--- config.mk ---
export PLATFORM = sky130hd
export DESIGN_NAME = cast_top
export DESIGN_NICKNAME = d
export VERILOG_FILES = /design/src/cast_pkg.sv /design/src/cast_top.sv /design/src/cast_round_pack.sv /design/src/cast_normalize.sv /design/src/cast_unpack.sv
export SDC_FILE = /design/constraint.sdc
export NUM_CORES = 1
export LEC_CHECK = 0
export BUFFER_PORTS_ARGS = -buffer_cell sky130_fd_sc_hd__buf_2
export CELL_PAD_IN_SITES_DETAIL_PLACEMENT = 0
export CELL_PAD_IN_SITES_GLOBAL_PLACEMENT = 1
export CORE_MARGIN = 2
export CORE_UTILIZATION = 45
export DETAILED_ROUTE_END_ITERATION = 7
export PLACE_DENSITY_LB_ADDON = 0.08
export REMOVE_ABC_BUFFERS = 1
export SYNTH_ARGS = -nofsm -noshare
export SYNTH_HDL_FRONTEND = slang
export SYNTH_SLANG_ARGS = --single-unit
--- constraint.sdc ---
create_clock -name clk_i -period 9.36 [get_ports clk_i]
set_input_delay 1.872 -clock clk_i [delete_from_list [all_inputs] [get_ports clk_i]]
set_output_delay 1.872 -clock clk_i [all_outputs]
set_load 0.005 [all_outputs]
--- src/cast_pkg.sv ---
`default_nettype none

package cast_pkg;

  // --------------------
  // Formats
  // --------------------
  localparam int unsigned INT_WIDTH  = 32;  // Integer side
  localparam int unsigned EXP_BITS   = 8;   // Float32 exponent
  localparam int unsigned MAN_BITS   = 23;  // Float32 fraction
  localparam int unsigned FP_BIAS    = 127;
  // Internal mantissa holds a whole integer or 1.fraction
  localparam int unsigned MANT_WIDTH = (INT_WIDTH > MAN_BITS + 1) ? INT_WIDTH : MAN_BITS + 1;
  localparam int unsigned EXP_WIDTH  = 10;  // Signed, covers -149 .. +128
  localparam int unsigned LZC_WIDTH  = $clog2(MANT_WIDTH) + 1;  // Count 0 .. MANT_WIDTH

  typedef logic signed [EXP_WIDTH-1:0] exp_t;
  typedef logic [MANT_WIDTH-1:0]       mant_t;
  typedef logic [LZC_WIDTH-1:0]        lzc_t;

  // --------------------
  // Operation encodings
  // --------------------
  typedef enum logic {
    F2I = 1'b0,  // Float to integer
    I2F = 1'b1   // Integer to float
  } op_e;

  typedef enum logic {
    RNE = 1'b0,  // Nearest, ties to even
    RTZ = 1'b1   // Truncate
  } rnd_mode_e;

  typedef struct packed {
    logic nv;  // Invalid
    logic nx;  // Inexact
  } status_t;

  // Float operand class
  typedef struct packed {
    logic is_zero;
    logic is_inf;
    logic is_nan;
    logic is_snan;
    logic is_subnormal;
  } fp_class_t;

  // --------------------
  // Stage payloads
  // --------------------
  typedef struct packed {
    op_e                 op;
    rnd_mode_e           rnd_mode;
    logic                is_unsigned;
    logic                sign;
    fp_class_t           fclass;      // Float class, zero for I2F
    logic [EXP_BITS-1:0] exp_biased;  // Raw float exponent
    mant_t               mant;        // Magnitude or 1.fraction
  } unpacked_t;

  typedef struct packed {
    op_e            op;
    rnd_mode_e      rnd_mode;
    logic           is_unsigned;
    logic           sign;
    fp_class_t      fclass;
    logic [31:0]    pre_round;        // {exp, fraction} or integer magnitude
    logic           round_bit;
    logic           sticky_bit;
    logic           of_before_round;  // F2I out of range
    logic           mant_zero;        // Integer zero for I2F
  } aligned_t;

endpackage

`default_nettype wire
--- src/cast_top.sv ---
`default_nettype none

module cast_top #(
  parameter int unsigned TagWidth = 4
) (
  input  logic                  clk_i,
  input  logic                  arst_n_i,
  input  logic                  in_valid_i,
  input  logic [31:0]           operand_i,
  input  cast_pkg::op_e         op_i,
  input  logic                  is_unsigned_i,
  input  cast_pkg::rnd_mode_e   rnd_mode_i,
  input  logic [TagWidth-1:0]   tag_i,
  output logic                  out_valid_o,
  output logic [31:0]           result_o,
  output cast_pkg::status_t     status_o,
  output logic [TagWidth-1:0]   tag_o
);

  // --------------------
  // Stage links
  // --------------------
  logic                u_valid;
  cast_pkg::unpacked_t u_data;
  logic [TagWidth-1:0] u_tag;

  logic                a_valid;
  cast_pkg::aligned_t  a_data;
  logic [TagWidth-1:0] a_tag;

  // Stage 1, classify and take magnitude
  cast_unpack #(
    .TagWidth ( TagWidth )
  ) u_unpack (
    .clk_i         ( clk_i         ),
    .arst_n_i      ( arst_n_i      ),
    .in_valid_i    ( in_valid_i    ),
    .operand_i     ( operand_i     ),
    .op_i          ( op_i          ),
    .is_unsigned_i ( is_unsigned_i ),
    .rnd_mode_i    ( rnd_mode_i    ),
    .tag_i         ( tag_i         ),
    .valid_o       ( u_valid       ),
    .data_o        ( u_data        ),
    .tag_o         ( u_tag         )
  );

  // Stage 2, normalize and align
  cast_normalize #(
    .TagWidth ( TagWidth )
  ) u_normalize (
    .clk_i    ( clk_i    ),
    .arst_n_i ( arst_n_i ),
    .valid_i  ( u_valid  ),
    .data_i   ( u_data   ),
    .tag_i    ( u_tag    ),
    .valid_o  ( a_valid  ),
    .data_o   ( a_data   ),
    .tag_o    ( a_tag    )
  );

  // Stage 3, round and pack
  cast_round_pack #(
    .TagWidth ( TagWidth )
  ) u_round_pack (
    .clk_i    ( clk_i       ),
    .arst_n_i ( arst_n_i    ),
    .valid_i  ( a_valid     ),
    .data_i   ( a_data      ),
    .tag_i    ( a_tag       ),
    .valid_o  ( out_valid_o ),
    .result_o ( result_o    ),
    .status_o ( status_o    ),
    .tag_o    ( tag_o       )
  );

endmodule

`default_nettype wire

--- src/cast_round_pack.sv ---
`default_nettype none

module cast_round_pack #(
  parameter int unsigned TagWidth = 4
) (
  input  logic                  clk_i,
  input  logic                  arst_n_i,
  input  logic                  valid_i,
  input  cast_pkg::aligned_t    data_i,
  input  logic [TagWidth-1:0]   tag_i,
  output logic                  valid_o,
  output logic [31:0]           result_o,
  output cast_pkg::status_t     status_o,
  output logic [TagWidth-1:0]   tag_o
);

  // --------------------
  // Rounding
  // --------------------
  logic                           round_up;
  logic                           inexact;
  logic [cast_pkg::INT_WIDTH-1:0] rounded;  // Magnitude after rounding
  logic [cast_pkg::INT_WIDTH-1:0] int_res;  // Signed integer result

  // RNE on the magnitude and RTZ never adds
  assign round_up = (data_i.rnd_mode == cast_pkg::RNE) & data_i.round_bit &
                    (data_i.sticky_bit | data_i.pre_round[0]);
  assign inexact  = data_i.round_bit | data_i.sticky_bit;

  // Fraction carry runs into the exponent for I2F
  assign rounded = data_i.pre_round + {{(cast_pkg::INT_WIDTH-1){1'b0}}, round_up};
  assign int_res = data_i.sign ? -rounded : rounded;

  // --------------------
  // F2I special cases
  // --------------------
  logic                           f2i_special;
  logic [cast_pkg::INT_WIDTH-1:0] special_res;

  assign f2i_special = data_i.fclass.is_nan | data_i.fclass.is_inf | data_i.of_before_round |
                       (data_i.sign & data_i.is_unsigned & (rounded != '0));

  always_comb begin
    special_res = {data_i.is_unsigned, {(cast_pkg::INT_WIDTH-1){1'b1}}};  // Max positive
    if (data_i.sign && !data_i.fclass.is_nan) begin
      special_res = ~special_res;  // Signed min or zero
    end
  end

  // --------------------
  // Result select
  // --------------------
  logic [31:0]       result_d;
  cast_pkg::status_t status_d;

  always_comb begin
    if (data_i.op == cast_pkg::F2I) begin
      if (f2i_special) begin
        result_d = special_res;
        status_d = '{nv: 1'b1, nx: 1'b0};
      end else begin
        result_d = int_res;
        status_d = '{nv: 1'b0, nx: inexact};
      end
    end else begin
      if (data_i.mant_zero) begin
        result_d = '0;  // Integer zero is +0
        status_d = '0;
      end else begin
        result_d = {data_i.sign, rounded[cast_pkg::INT_WIDTH-2:0]};  // Exponent stays below Inf
        status_d = '{nv: 1'b0, nx: inexact};
      end
    end
  end

  // --------------------
  // Stage 3 register
  // --------------------
  always_ff @(posedge clk_i or negedge arst_n_i) begin
    if (!arst_n_i) begin
      valid_o <= 1'b0;
    end else begin
      valid_o <= valid_i;
    end
  end

  always_ff @(posedge clk_i) begin
    if (valid_i) begin
      result_o <= result_d;
      status_o <= status_d;
      tag_o    <= tag_i;
    end
  end

  a_flags_exclusive: assert property (@(posedge clk_i) disable iff (!arst_n_i)
    valid_o |-> !(status_o.nv && status_o.nx));

endmodule

`default_nettype wire

--- src/cast_normalize.sv ---
`default_nettype none

module cast_normalize #(
  parameter int unsigned TagWidth = 4
) (
  input  logic                  clk_i,
  input  logic                  arst_n_i,
  input  logic                  valid_i,
  input  cast_pkg::unpacked_t   data_i,
  input  logic [TagWidth-1:0]   tag_i,
  output logic                  valid_o,
  output cast_pkg::aligned_t    data_o,
  output logic [TagWidth-1:0]   tag_o
);

  // --------------------
  // Leading zero count
  // --------------------
  cast_pkg::lzc_t  lz;
  cast_pkg::mant_t norm_mant;  // MSB set unless zero

  always_comb begin
    lz = cast_pkg::lzc_t'(cast_pkg::MANT_WIDTH);  // All zero
    // Highest set bit wins
    for (int i = 0; i < cast_pkg::MANT_WIDTH; i++) begin
      if (data_i.mant[i]) begin
        lz = cast_pkg::lzc_t'(cast_pkg::MANT_WIDTH - 1 - i);
      end
    end
  end

  assign norm_mant = data_i.mant << lz;

  // --------------------
  // Exponents
  // --------------------
  cast_pkg::exp_t fp_exp;     // Unbiased float exponent
  cast_pkg::exp_t int_exp;    // Weight of integer MSB
  cast_pkg::exp_t i2f_exp;    // Rebiased for float32
  cast_pkg::exp_t f2i_limit;  // First exponent that overflows
  cast_pkg::exp_t shamt;      // Right shift to integer position

  // Subnormals use exponent 1, LZC offset undone for the fraction width
  assign fp_exp = cast_pkg::exp_t'(data_i.exp_biased)
                + cast_pkg::exp_t'(data_i.fclass.is_subnormal)
                - cast_pkg::exp_t'(cast_pkg::FP_BIAS)
                - cast_pkg::exp_t'(lz)
                + cast_pkg::exp_t'(cast_pkg::MANT_WIDTH - 1 - cast_pkg::MAN_BITS);

  assign int_exp = cast_pkg::exp_t'(cast_pkg::MANT_WIDTH - 1) - cast_pkg::exp_t'(lz);
  assign i2f_exp = int_exp + cast_pkg::exp_t'(cast_pkg::FP_BIAS);

  // Unsigned range is one bit wider
  assign f2i_limit = cast_pkg::exp_t'(cast_pkg::INT_WIDTH - 1)
                   + cast_pkg::exp_t'(data_i.is_unsigned);

  assign shamt = cast_pkg::exp_t'(cast_pkg::INT_WIDTH - 1) - fp_exp;

  // --------------------
  // Alignment
  // --------------------
  logic [2*cast_pkg::MANT_WIDTH-1:0] shifted;  // Integer on top, fraction below
  cast_pkg::aligned_t                data_d;

  assign shifted = {norm_mant, {cast_pkg::MANT_WIDTH{1'b0}}} >> shamt;

  always_comb begin
    data_d.op              = data_i.op;
    data_d.rnd_mode        = data_i.rnd_mode;
    data_d.is_unsigned     = data_i.is_unsigned;
    data_d.sign            = data_i.sign;
    data_d.fclass          = data_i.fclass;
    data_d.mant_zero       = (data_i.mant == '0);
    data_d.of_before_round = 1'b0;
    if (data_i.op == cast_pkg::I2F) begin
      // Drop the leading one, keep 23 fraction bits
      data_d.pre_round  = {1'b0, i2f_exp[cast_pkg::EXP_BITS-1:0],
                           norm_mant[cast_pkg::MANT_WIDTH-2 -: cast_pkg::MAN_BITS]};
      data_d.round_bit  = norm_mant[cast_pkg::MANT_WIDTH-cast_pkg::MAN_BITS-2];
      data_d.sticky_bit = |norm_mant[cast_pkg::MANT_WIDTH-cast_pkg::MAN_BITS-3:0];
    end else if (fp_exp >= f2i_limit) begin
      data_d.pre_round       = norm_mant;  // Saturated later
      data_d.round_bit       = 1'b0;
      data_d.sticky_bit      = 1'b0;
      data_d.of_before_round = 1'b1;  // Also catches Inf and NaN
    end else if (fp_exp < cast_pkg::exp_t'(-1)) begin
      // Below one half, everything is sticky
      data_d.pre_round  = '0;
      data_d.round_bit  = 1'b0;
      data_d.sticky_bit = ~data_i.fclass.is_zero;
    end else begin
      data_d.pre_round  = shifted[2*cast_pkg::MANT_WIDTH-1 -: cast_pkg::INT_WIDTH];
      data_d.round_bit  = shifted[cast_pkg::MANT_WIDTH-1];
      data_d.sticky_bit = |shifted[cast_pkg::MANT_WIDTH-2:0];
    end
  end

  // --------------------
  // Stage 2 register
  // --------------------
  always_ff @(posedge clk_i or negedge arst_n_i) begin
    if (!arst_n_i) begin
      valid_o <= 1'b0;
    end else begin
      valid_o <= valid_i;
    end
  end

  always_ff @(posedge clk_i) begin
    if (valid_i) begin
      data_o <= data_d;
      tag_o  <= tag_i;
    end
  end

  // Integer sources always fit a float32
  a_no_i2f_overflow: assert property (@(posedge clk_i) disable iff (!arst_n_i)
    valid_o && (data_o.op == cast_pkg::I2F) |-> !data_o.of_before_round);

endmodule

`default_nettype wire

--- src/cast_unpack.sv ---
`default_nettype none

module cast_unpack #(
  parameter int unsigned TagWidth = 4
) (
  input  logic                  clk_i,
  input  logic                  arst_n_i,
  input  logic                  in_valid_i,
  input  logic [31:0]           operand_i,
  input  cast_pkg::op_e         op_i,
  input  logic                  is_unsigned_i,
  input  cast_pkg::rnd_mode_e   rnd_mode_i,
  input  logic [TagWidth-1:0]   tag_i,
  output logic                  valid_o,
  output cast_pkg::unpacked_t   data_o,
  output logic [TagWidth-1:0]   tag_o
);

  // --------------------
  // Float fields
  // --------------------
  logic                          fp_sign;
  logic [cast_pkg::EXP_BITS-1:0] fp_exp;
  logic [cast_pkg::MAN_BITS-1:0] fp_man;
  logic                          exp_zero;
  logic                          exp_ones;
  logic                          man_zero;
  logic                          is_normal;
  cast_pkg::fp_class_t           fp_class;

  assign fp_sign = operand_i[31];
  assign fp_exp  = operand_i[cast_pkg::MAN_BITS +: cast_pkg::EXP_BITS];
  assign fp_man  = operand_i[cast_pkg::MAN_BITS-1:0];

  assign exp_zero  = (fp_exp == '0);
  assign exp_ones  = (fp_exp == '1);
  assign man_zero  = (fp_man == '0);
  assign is_normal = ~exp_zero & ~exp_ones;  // Gets the implicit one

  always_comb begin
    fp_class.is_zero      = exp_zero & man_zero;
    fp_class.is_subnormal = exp_zero & ~man_zero;
    fp_class.is_inf       = exp_ones & man_zero;
    fp_class.is_nan       = exp_ones & ~man_zero;
    // Quiet bit clear on a NaN
    fp_class.is_snan      = exp_ones & ~man_zero & ~fp_man[cast_pkg::MAN_BITS-1];
  end

  // --------------------
  // Integer magnitude
  // --------------------
  logic            int_sign;
  cast_pkg::mant_t int_mag;

  assign int_sign = operand_i[31] & ~is_unsigned_i;  // Unsigned ints are never negative
  assign int_mag  = int_sign ? -operand_i : operand_i;  // 2^31 stays as is

  cast_pkg::unpacked_t data_d;

  always_comb begin
    data_d.op          = op_i;
    data_d.rnd_mode    = rnd_mode_i;
    data_d.is_unsigned = is_unsigned_i;
    if (op_i == cast_pkg::I2F) begin
      data_d.sign       = int_sign;
      data_d.fclass     = '0;  // No class for integers
      data_d.exp_biased = '0;
      data_d.mant       = int_mag;
    end else begin
      data_d.sign       = fp_sign;
      data_d.fclass     = fp_class;
      data_d.exp_biased = fp_exp;
      data_d.mant       = cast_pkg::mant_t'({is_normal, fp_man});  // Zero padded on top
    end
  end

  // --------------------
  // Stage 1 register
  // --------------------
  always_ff @(posedge clk_i or negedge arst_n_i) begin
    if (!arst_n_i) begin
      valid_o <= 1'b0;
    end else begin
      valid_o <= in_valid_i;
    end
  end

  // Payload only loads on a strobe
  always_ff @(posedge clk_i) begin
    if (in_valid_i) begin
      data_o <= data_d;
      tag_o  <= tag_i;
    end
  end

  a_valid_known: assert property (@(posedge clk_i) disable iff (!arst_n_i)
    !$isunknown(valid_o));

endmodule

`default_nettype wire

Word level (Yosys, flattened, before mapping)

Cells that the tools add are included.
W data, S select, Z words.

Add/sub/neg operators: 11
$mul: 0
Divide/modulo/power cells: 0
Magnitude comparators: 2
Equal/unequal tests: 1
Shift operators: 2
Multiplexer cells: 46
Bitwise gates (word level): 24
Reductions and logical operators: 8

Operators with widths:

| kind                    | number |
|---|---|
| $mux W32                | 6 |
| $mux W6                 | 32 |
| $mux W34                | 2 |
| $neg A32 Y32            | 2 |
| $shr A64 B10 Y64        | 1 |
| $mux W46                | 1 |
| $mux W33                | 1 |
| $add A32 B1 Y32         | 1 |
| $logic_not A32 Y1       | 1 |
| $not A32 Y32            | 1 |
| $reduce_bool A32 Y1     | 1 |
| $shl A32 B6 Y32         | 1 |
| $reduce_or A31 Y1       | 1 |
| $logic_not A23 Y1       | 1 |
| $and A1 B1 Y1           | 11 |
| $add A10 B5 Y10 const B | 1 |
| $ge A10 B10 Y1          | 1 |
| $lt A10 B1 Y1 const B   | 1 |
| $sub A10 B7 Y10         | 1 |
| $sub A10 B8 Y10 const B | 1 |
| $sub A6 B10 Y10 const A | 1 |
| $add A8 B1 Y9           | 1 |
| $add A8 B8 Y8 const B   | 1 |
| $eq A8 B8 Y1 const B    | 1 |
| other kinds (10)        | 22 |

Flip-flop bits (word level): 139
Latch bits: 0
Memory bits (writable): 0
Bits in read-only memories: 0
Input bits: 42
Output and inout bits: 39
Word-level logic and storage cells: 126
Memories kept: 0

Logic depth before layout (Yosys ltp)

Word-level depth: 40
Gate-level depth with buffers: 28
Gate-level depth less buffers: 25

Cells and area by module

Synthesis repeated with hierarchy kept, for this count alone.

Cell total of the unflattened synthesis: 1,842
Area, all modules: 14,980.6 um^2

By module, submodules not included:

| module          | times used | cells each | area an instance (um^2) | sequential area each (um^2) |
|---|---|---|---|---|
| cast_normalize  | 1          | 1,236      | 8,967.4                 | 1,496.4 |
| cast_round_pack | 1          | 378        | 3,343.2                 | 1,166.1 |
| cast_unpack     | 1          | 228        | 2,670.1                 | 1,616.6 |

Worst setup path after synthesis

Ideal clock, no wire load.

Path type: reg2reg
From: register u_unpack.data_o[12] (netlist name)
To: register u_normalize.data_o[2] (netlist name), data pin
Setup time: 0.267 ns
Data arrival time: 6.641 ns
Required time: 9.093 ns
Slack: 2.451 ns
Cell stages (with the launch flop): 26
Buffers on the path: 3
Path through: edfxtp_1 > or4_4 > a2111oi_4 > nand2_2 > a21oi_4 > inv_4 > buf_6 > buf_2 > ha_1 > fa_1 > a211oi_1 > nor2_1 > a21oi_1 > clkinv_1 > ha_1 > mux2i_1 > a21bo_2 > clkbuf_1 > nor2_1 > a32oi_4 > o211ai_2 > and2_0 > or3_1 > or4_1 > o31ai_1 > a31oi_1

RTL lines:

| element                  | RTL line              | source |
|---|---|---|
| start: declaration       | cast_unpack.sv:15     | `output cast_pkg::unpacked_t data_o,` |
| start signal: assignment | cast_unpack.sv:91     | `data_o <= data_d;` |
| end signal: assignment   | cast_normalize.sv:111 | `data_o <= data_d;` |
| end: declaration         | cast_normalize.sv:12  | `output cast_pkg::aligned_t data_o,` |

==> impl_metrics.py <==
metrics = {
    "worst_setup_path": {
        "path_delay_family": "compound AO/OA/AOI/OAI gates",
        "r2r_end": "u_normalize.data_o[2]",
        "critical_path_cell_count": 22,
        "crit_fanout": 28,
        "critical_path.cell_chain": "or4_1 > o2111ai_1 > nand2_2 > a21oi_4 > inv_4 > ha_1 > fa_1 > a211oi_1 > o21ai_0 > a221oi_1 > nor3_1 > nand3_1 > a21bo_2 > nor3_1 > nand2_1 > nor2_1 > a221oi_2 > o2bb2ai_1 > or3_1 > or4_1 > o31ai_1 > a31oi_1",
        "crit_arrival_ns": 8.14,
        "cp.required_ns": 9.53,
        "rr_startpoint": "u_unpack.data_o[4]",
        "cp_slowest_cell": "a21oi_4",
        "critPathKind": "reg -> reg",
        "startpoint_type": "register",
        "slowest_delay_ns": 0.73,
        "rrSetupSlack_ns": 1.40,
        "path_buf_inv": 1,
        "crit_start": "u_unpack.data_o[4]",
        "reg2reg_depth": 22,
        "critPathCaptureType": "register",
        "crit_end": "u_normalize.data_o[2]",
    },
    "yosys": {
        "synthFlopType": "edfxtp_1",
        "ys_warn_count": 0,
        "yosys.area.top_type": "edfxtp_1",
        "synth.ff_latch_count": 139,
        "ys_top_cells_by_count": "nor2_1 (175), nand2_1 (171), edfxtp_1 (136)",
        "yosys-top-cells-area": "edfxtp_1 (29%), nor2_1 (4.6%), nand2_1 (4.5%), a21oi_1 (4.0%), nand3_1 (2.9%)",
        "synth.avg_cell_area_sq_um": 8.04,
        "ys_seq_area_frac": 0.292,
        "synth.most_common_cell": "nor2_1",
        "synth_top_area_frac": 0.287,
        "yosysUniqueCellTypes": 108,
        "syn-cell-area_sq_mm": 0.0143,
        "syn-instance-count": 1772,
        "async_flop_share": 0.0216,
        "synth-edff-count": 136,
    },
    "die": {
        "fp-row-count": 65,
        "die_y_microns": 182,
        "die_area_sq_mm": 0.0331,
        "start_util": 0.454,
        "die-width_microns": 182,
        "coreArea_sq_mm": 0.0314,
        "boundaryPins": 81,
    },
    "run": {
        "max-cap-violations": 0,
    },
    "sta": {
        "totalNegativeSetupSlack_ns": 0,
        "whs_ns": 0.415,
        "skew_ns": 0.0105,
        "maxSlewHeadroom": 0.0814,
        "hold_viol": 0,
        "worst_pin_slew_ns": 1.37,
        "period_minus_slack_ns": 7.96,
        "fin_crit_sh": 0.850,
        "setup_viol": 0,
        "max_freq_mhz": 126,
        "final_max_slew_viol_count": 0,
        "rsz0062_at_grt": "no",
    },
    "drt": {
        "drc_errors": 0,
        "dr_wl_met3_microns": 5170,
        "met2_length_microns": 26300,
        "avgViaCountPerCell": 7.05,
        "route.top_layer_used": "met4",
        "first_pass_iters": 8,
        "ant_nets": 0,
        "num_vias": 15600,
        "drt-total-wl_microns": 60000,
        "met1_length_microns": 24300,
        "wl_per_cell_microns": 27.1,
        "drtIter0Drc": 1990,
    },
    "pwr": {
        "swShare": 0.483,
        "p_seq_frac": 0.243,
        "p_clk_frac": 0.208,
        "peakVddDrop_uv": 136,
        "pwr-share-comb": 0.549,
        "internal_power_uw": 1790,
        "netSwitchingPower_uw": 1670,
        "p_leak_uw": 0.00556,
        "power_density_mw_per_mm2": 222,
    },
    "status": {
        "status": "finished, final reports clean",
    },
    "layout": {
        "fill_cells": 3118,
        "post-route-util": 0.497,
        "nets": 1868,
        "drive_gt1_frac": 0.120,
        "multi_input_comb_area_sq_mm": 0.00945,
        "synthToLayoutAreaGrowth_pct": 9.56,
        "final-seq-area_sq_mm": 0.00416,
        "n_antenna_cell": 0,
    },
    "clock_network": {
        "insertion_delay_ns": 0.45,
        "clockRootBuffer": "clkbuf_16",
        "cts_sinks": 139,
        "clockBufferDepth": 2,
        "cts_tree": "built",
        "cts_htree_levels": 4,
        "cts-buffers-inserted": 17,
        "post_cts_buffers": 0,
        "clk_pin_slew_ns": 0.06,
        "ctsResizeCount": 0,
        "holdBufCountCts": 0,
    },
    "grt": {
        "grt_max_degree": 54,
        "grt_pass1_vias": 14500,
        "track_usage": 0.359,
        "overflow": 0,
        "antenna_found_initial": 0,
        "grt_pass1_wl_microns": 90300,
    },
    "placed_design": {
        "place_congestion": 1.08,
        "place_hpwl_microns": 45600,
        "port_buffers": 80,
    },
    "hold_path": {
        "hold_start": "u_unpack.data_o[47]",
        "holdCritPathClass": "reg -> reg",
    },
}
[worst min path at each step]
stage	to	slack (ns)	cells after the start
after floorplan	u_normalize.data_o[38]	0.40	0
after global placement	u_normalize.tag_o[2]	0.40	0
after detailed placement	u_normalize.data_o[38]	0.40	0
after CTS	u_normalize.data_o[43]	0.41	0
after global routing	u_round_pack.tag_o[2]	0.43	0
final	u_normalize.data_o[43]	0.42	0
[power by group through the flow]
stage	logic [uW]	registers [uW]	clock network [uW]
after detailed placement	1800	853	0
final	1900	842	719
after floorplan	1110	843	0
after CTS	1810	841	731
after global routing	1990	851	751
after global placement	1830	850	0
[final cells by class]
class | count | area share
inverters | 51 | 0.0124
well taps | 402 | 0.0322
multi-input cells | 1471 | 0.605
repair buffers | 118 | 0.0439
clock inverters | 13 | 0.0122
clock buffers | 19 | 0.0277
flip-flops and latches | 139 | 0.266
[sequential cells by signal (all words and copies together), names as in the netlist]
| name | count |
|---|---|
| u_normalize.valid_o | 1 |
| u_unpack.tag_o | 4 |
| u_normalize.data_o | 42 |
| u_round_pack.status_o | 2 |
| u_round_pack.result_o | 32 |
| u_unpack.valid_o | 1 |
| u_unpack.data_o | 48 |
| u_round_pack.tag_o | 4 |
| u_normalize.tag_o | 4 |
| u_round_pack.valid_o | 1 |
[worst register-to-register path, cell delays in order (launching register included)]
cell       delay [ns]
edfxtp_1         0.48
or4_1            0.66
o2111ai_1        0.32
nand2_2          0.15
a21oi_4          0.73
inv_4            0.30
ha_1             0.43
fa_1             0.52
a211oi_1         0.33
o21ai_0          0.18
a221oi_1         0.59
nor3_1           0.13
nand3_1          0.15
a21bo_2          0.43
nor3_1           0.21
nand2_1          0.15
nor2_1           0.07
a221oi_2         0.50
o2bb2ai_1        0.09
or3_1            0.41
or4_1            0.50
o31ai_1          0.23
a31oi_1          0.11
[cells by family after synthesis]
group / count (synthesis) / synth area share
AO/OA/AOI/OAI: 656 / 0.331
XOR/XNOR: 74 / 0.0455
adder cells (fa/ha/maj): 28 / 0.0251
buffers and inverters: 162 / 0.0468
flip-flops: 139 / 0.292
multiplexers: 30 / 0.0245
AND/OR/NAND/NOR: 683 / 0.235
[metal layers]
metal | up-vias | global-route usage
li1 | 6968 | -
met1 | 7421 | 0.469
met2 | 967 | 0.558
met3 | 236 | 0.0590
met4 | 0 | 0.222
met5 | - | 0
[cells in the final DEF, fill, tap and decap left out, types with 18 or more instances in the layout]
| cell type | synthesis | layout |
|---|---|---|
| a211oi_1 | 31 | 31 |
| a21o_1 | 18 | 18 |
| a21oi_1 | 115 | 114 |
| a221oi_1 | 20 | 20 |
| a22oi_1 | 28 | 28 |
| a31oi_1 | 50 | 50 |
| and2_1 | 33 | 33 |
| and3_1 | 19 | 19 |
| buf_2 | 12 | 80 |
| buf_4 | 3 | 38 |
| edfxtp_1 | 136 | 136 |
| ha_1 | 27 | 27 |
| inv_1 | 47 | 47 |
| mux2i_1 | 18 | 18 |
| nand2_1 | 171 | 171 |
| nand3_1 | 82 | 82 |
| nand4_1 | 20 | 20 |
| nor2_1 | 175 | 175 |
| nor2b_1 | 23 | 23 |
| nor3_1 | 56 | 56 |
| o211ai_1 | 40 | 40 |
| o21ai_0 | 81 | 81 |
| o22ai_1 | 50 | 50 |
| o31ai_1 | 24 | 24 |
| or3_1 | 19 | 19 |
| xnor2_1 | 37 | 36 |
| xor2_1 | 37 | 36 |
[per-stage QoR]
stage	std cells	area (sq um)	total power [uW]	setup WS (ns)
global placement	2181	15000	2680	1.70
global route	2213	15600	3590	0.913
CTS	2213	15600	3380	1.58
floorplan	1661	13800	1960	0.841
detailed placement	2181	15000	2650	1.60
finish	2213	15600	3460	1.40
Power figures use the tool's default switching activity.
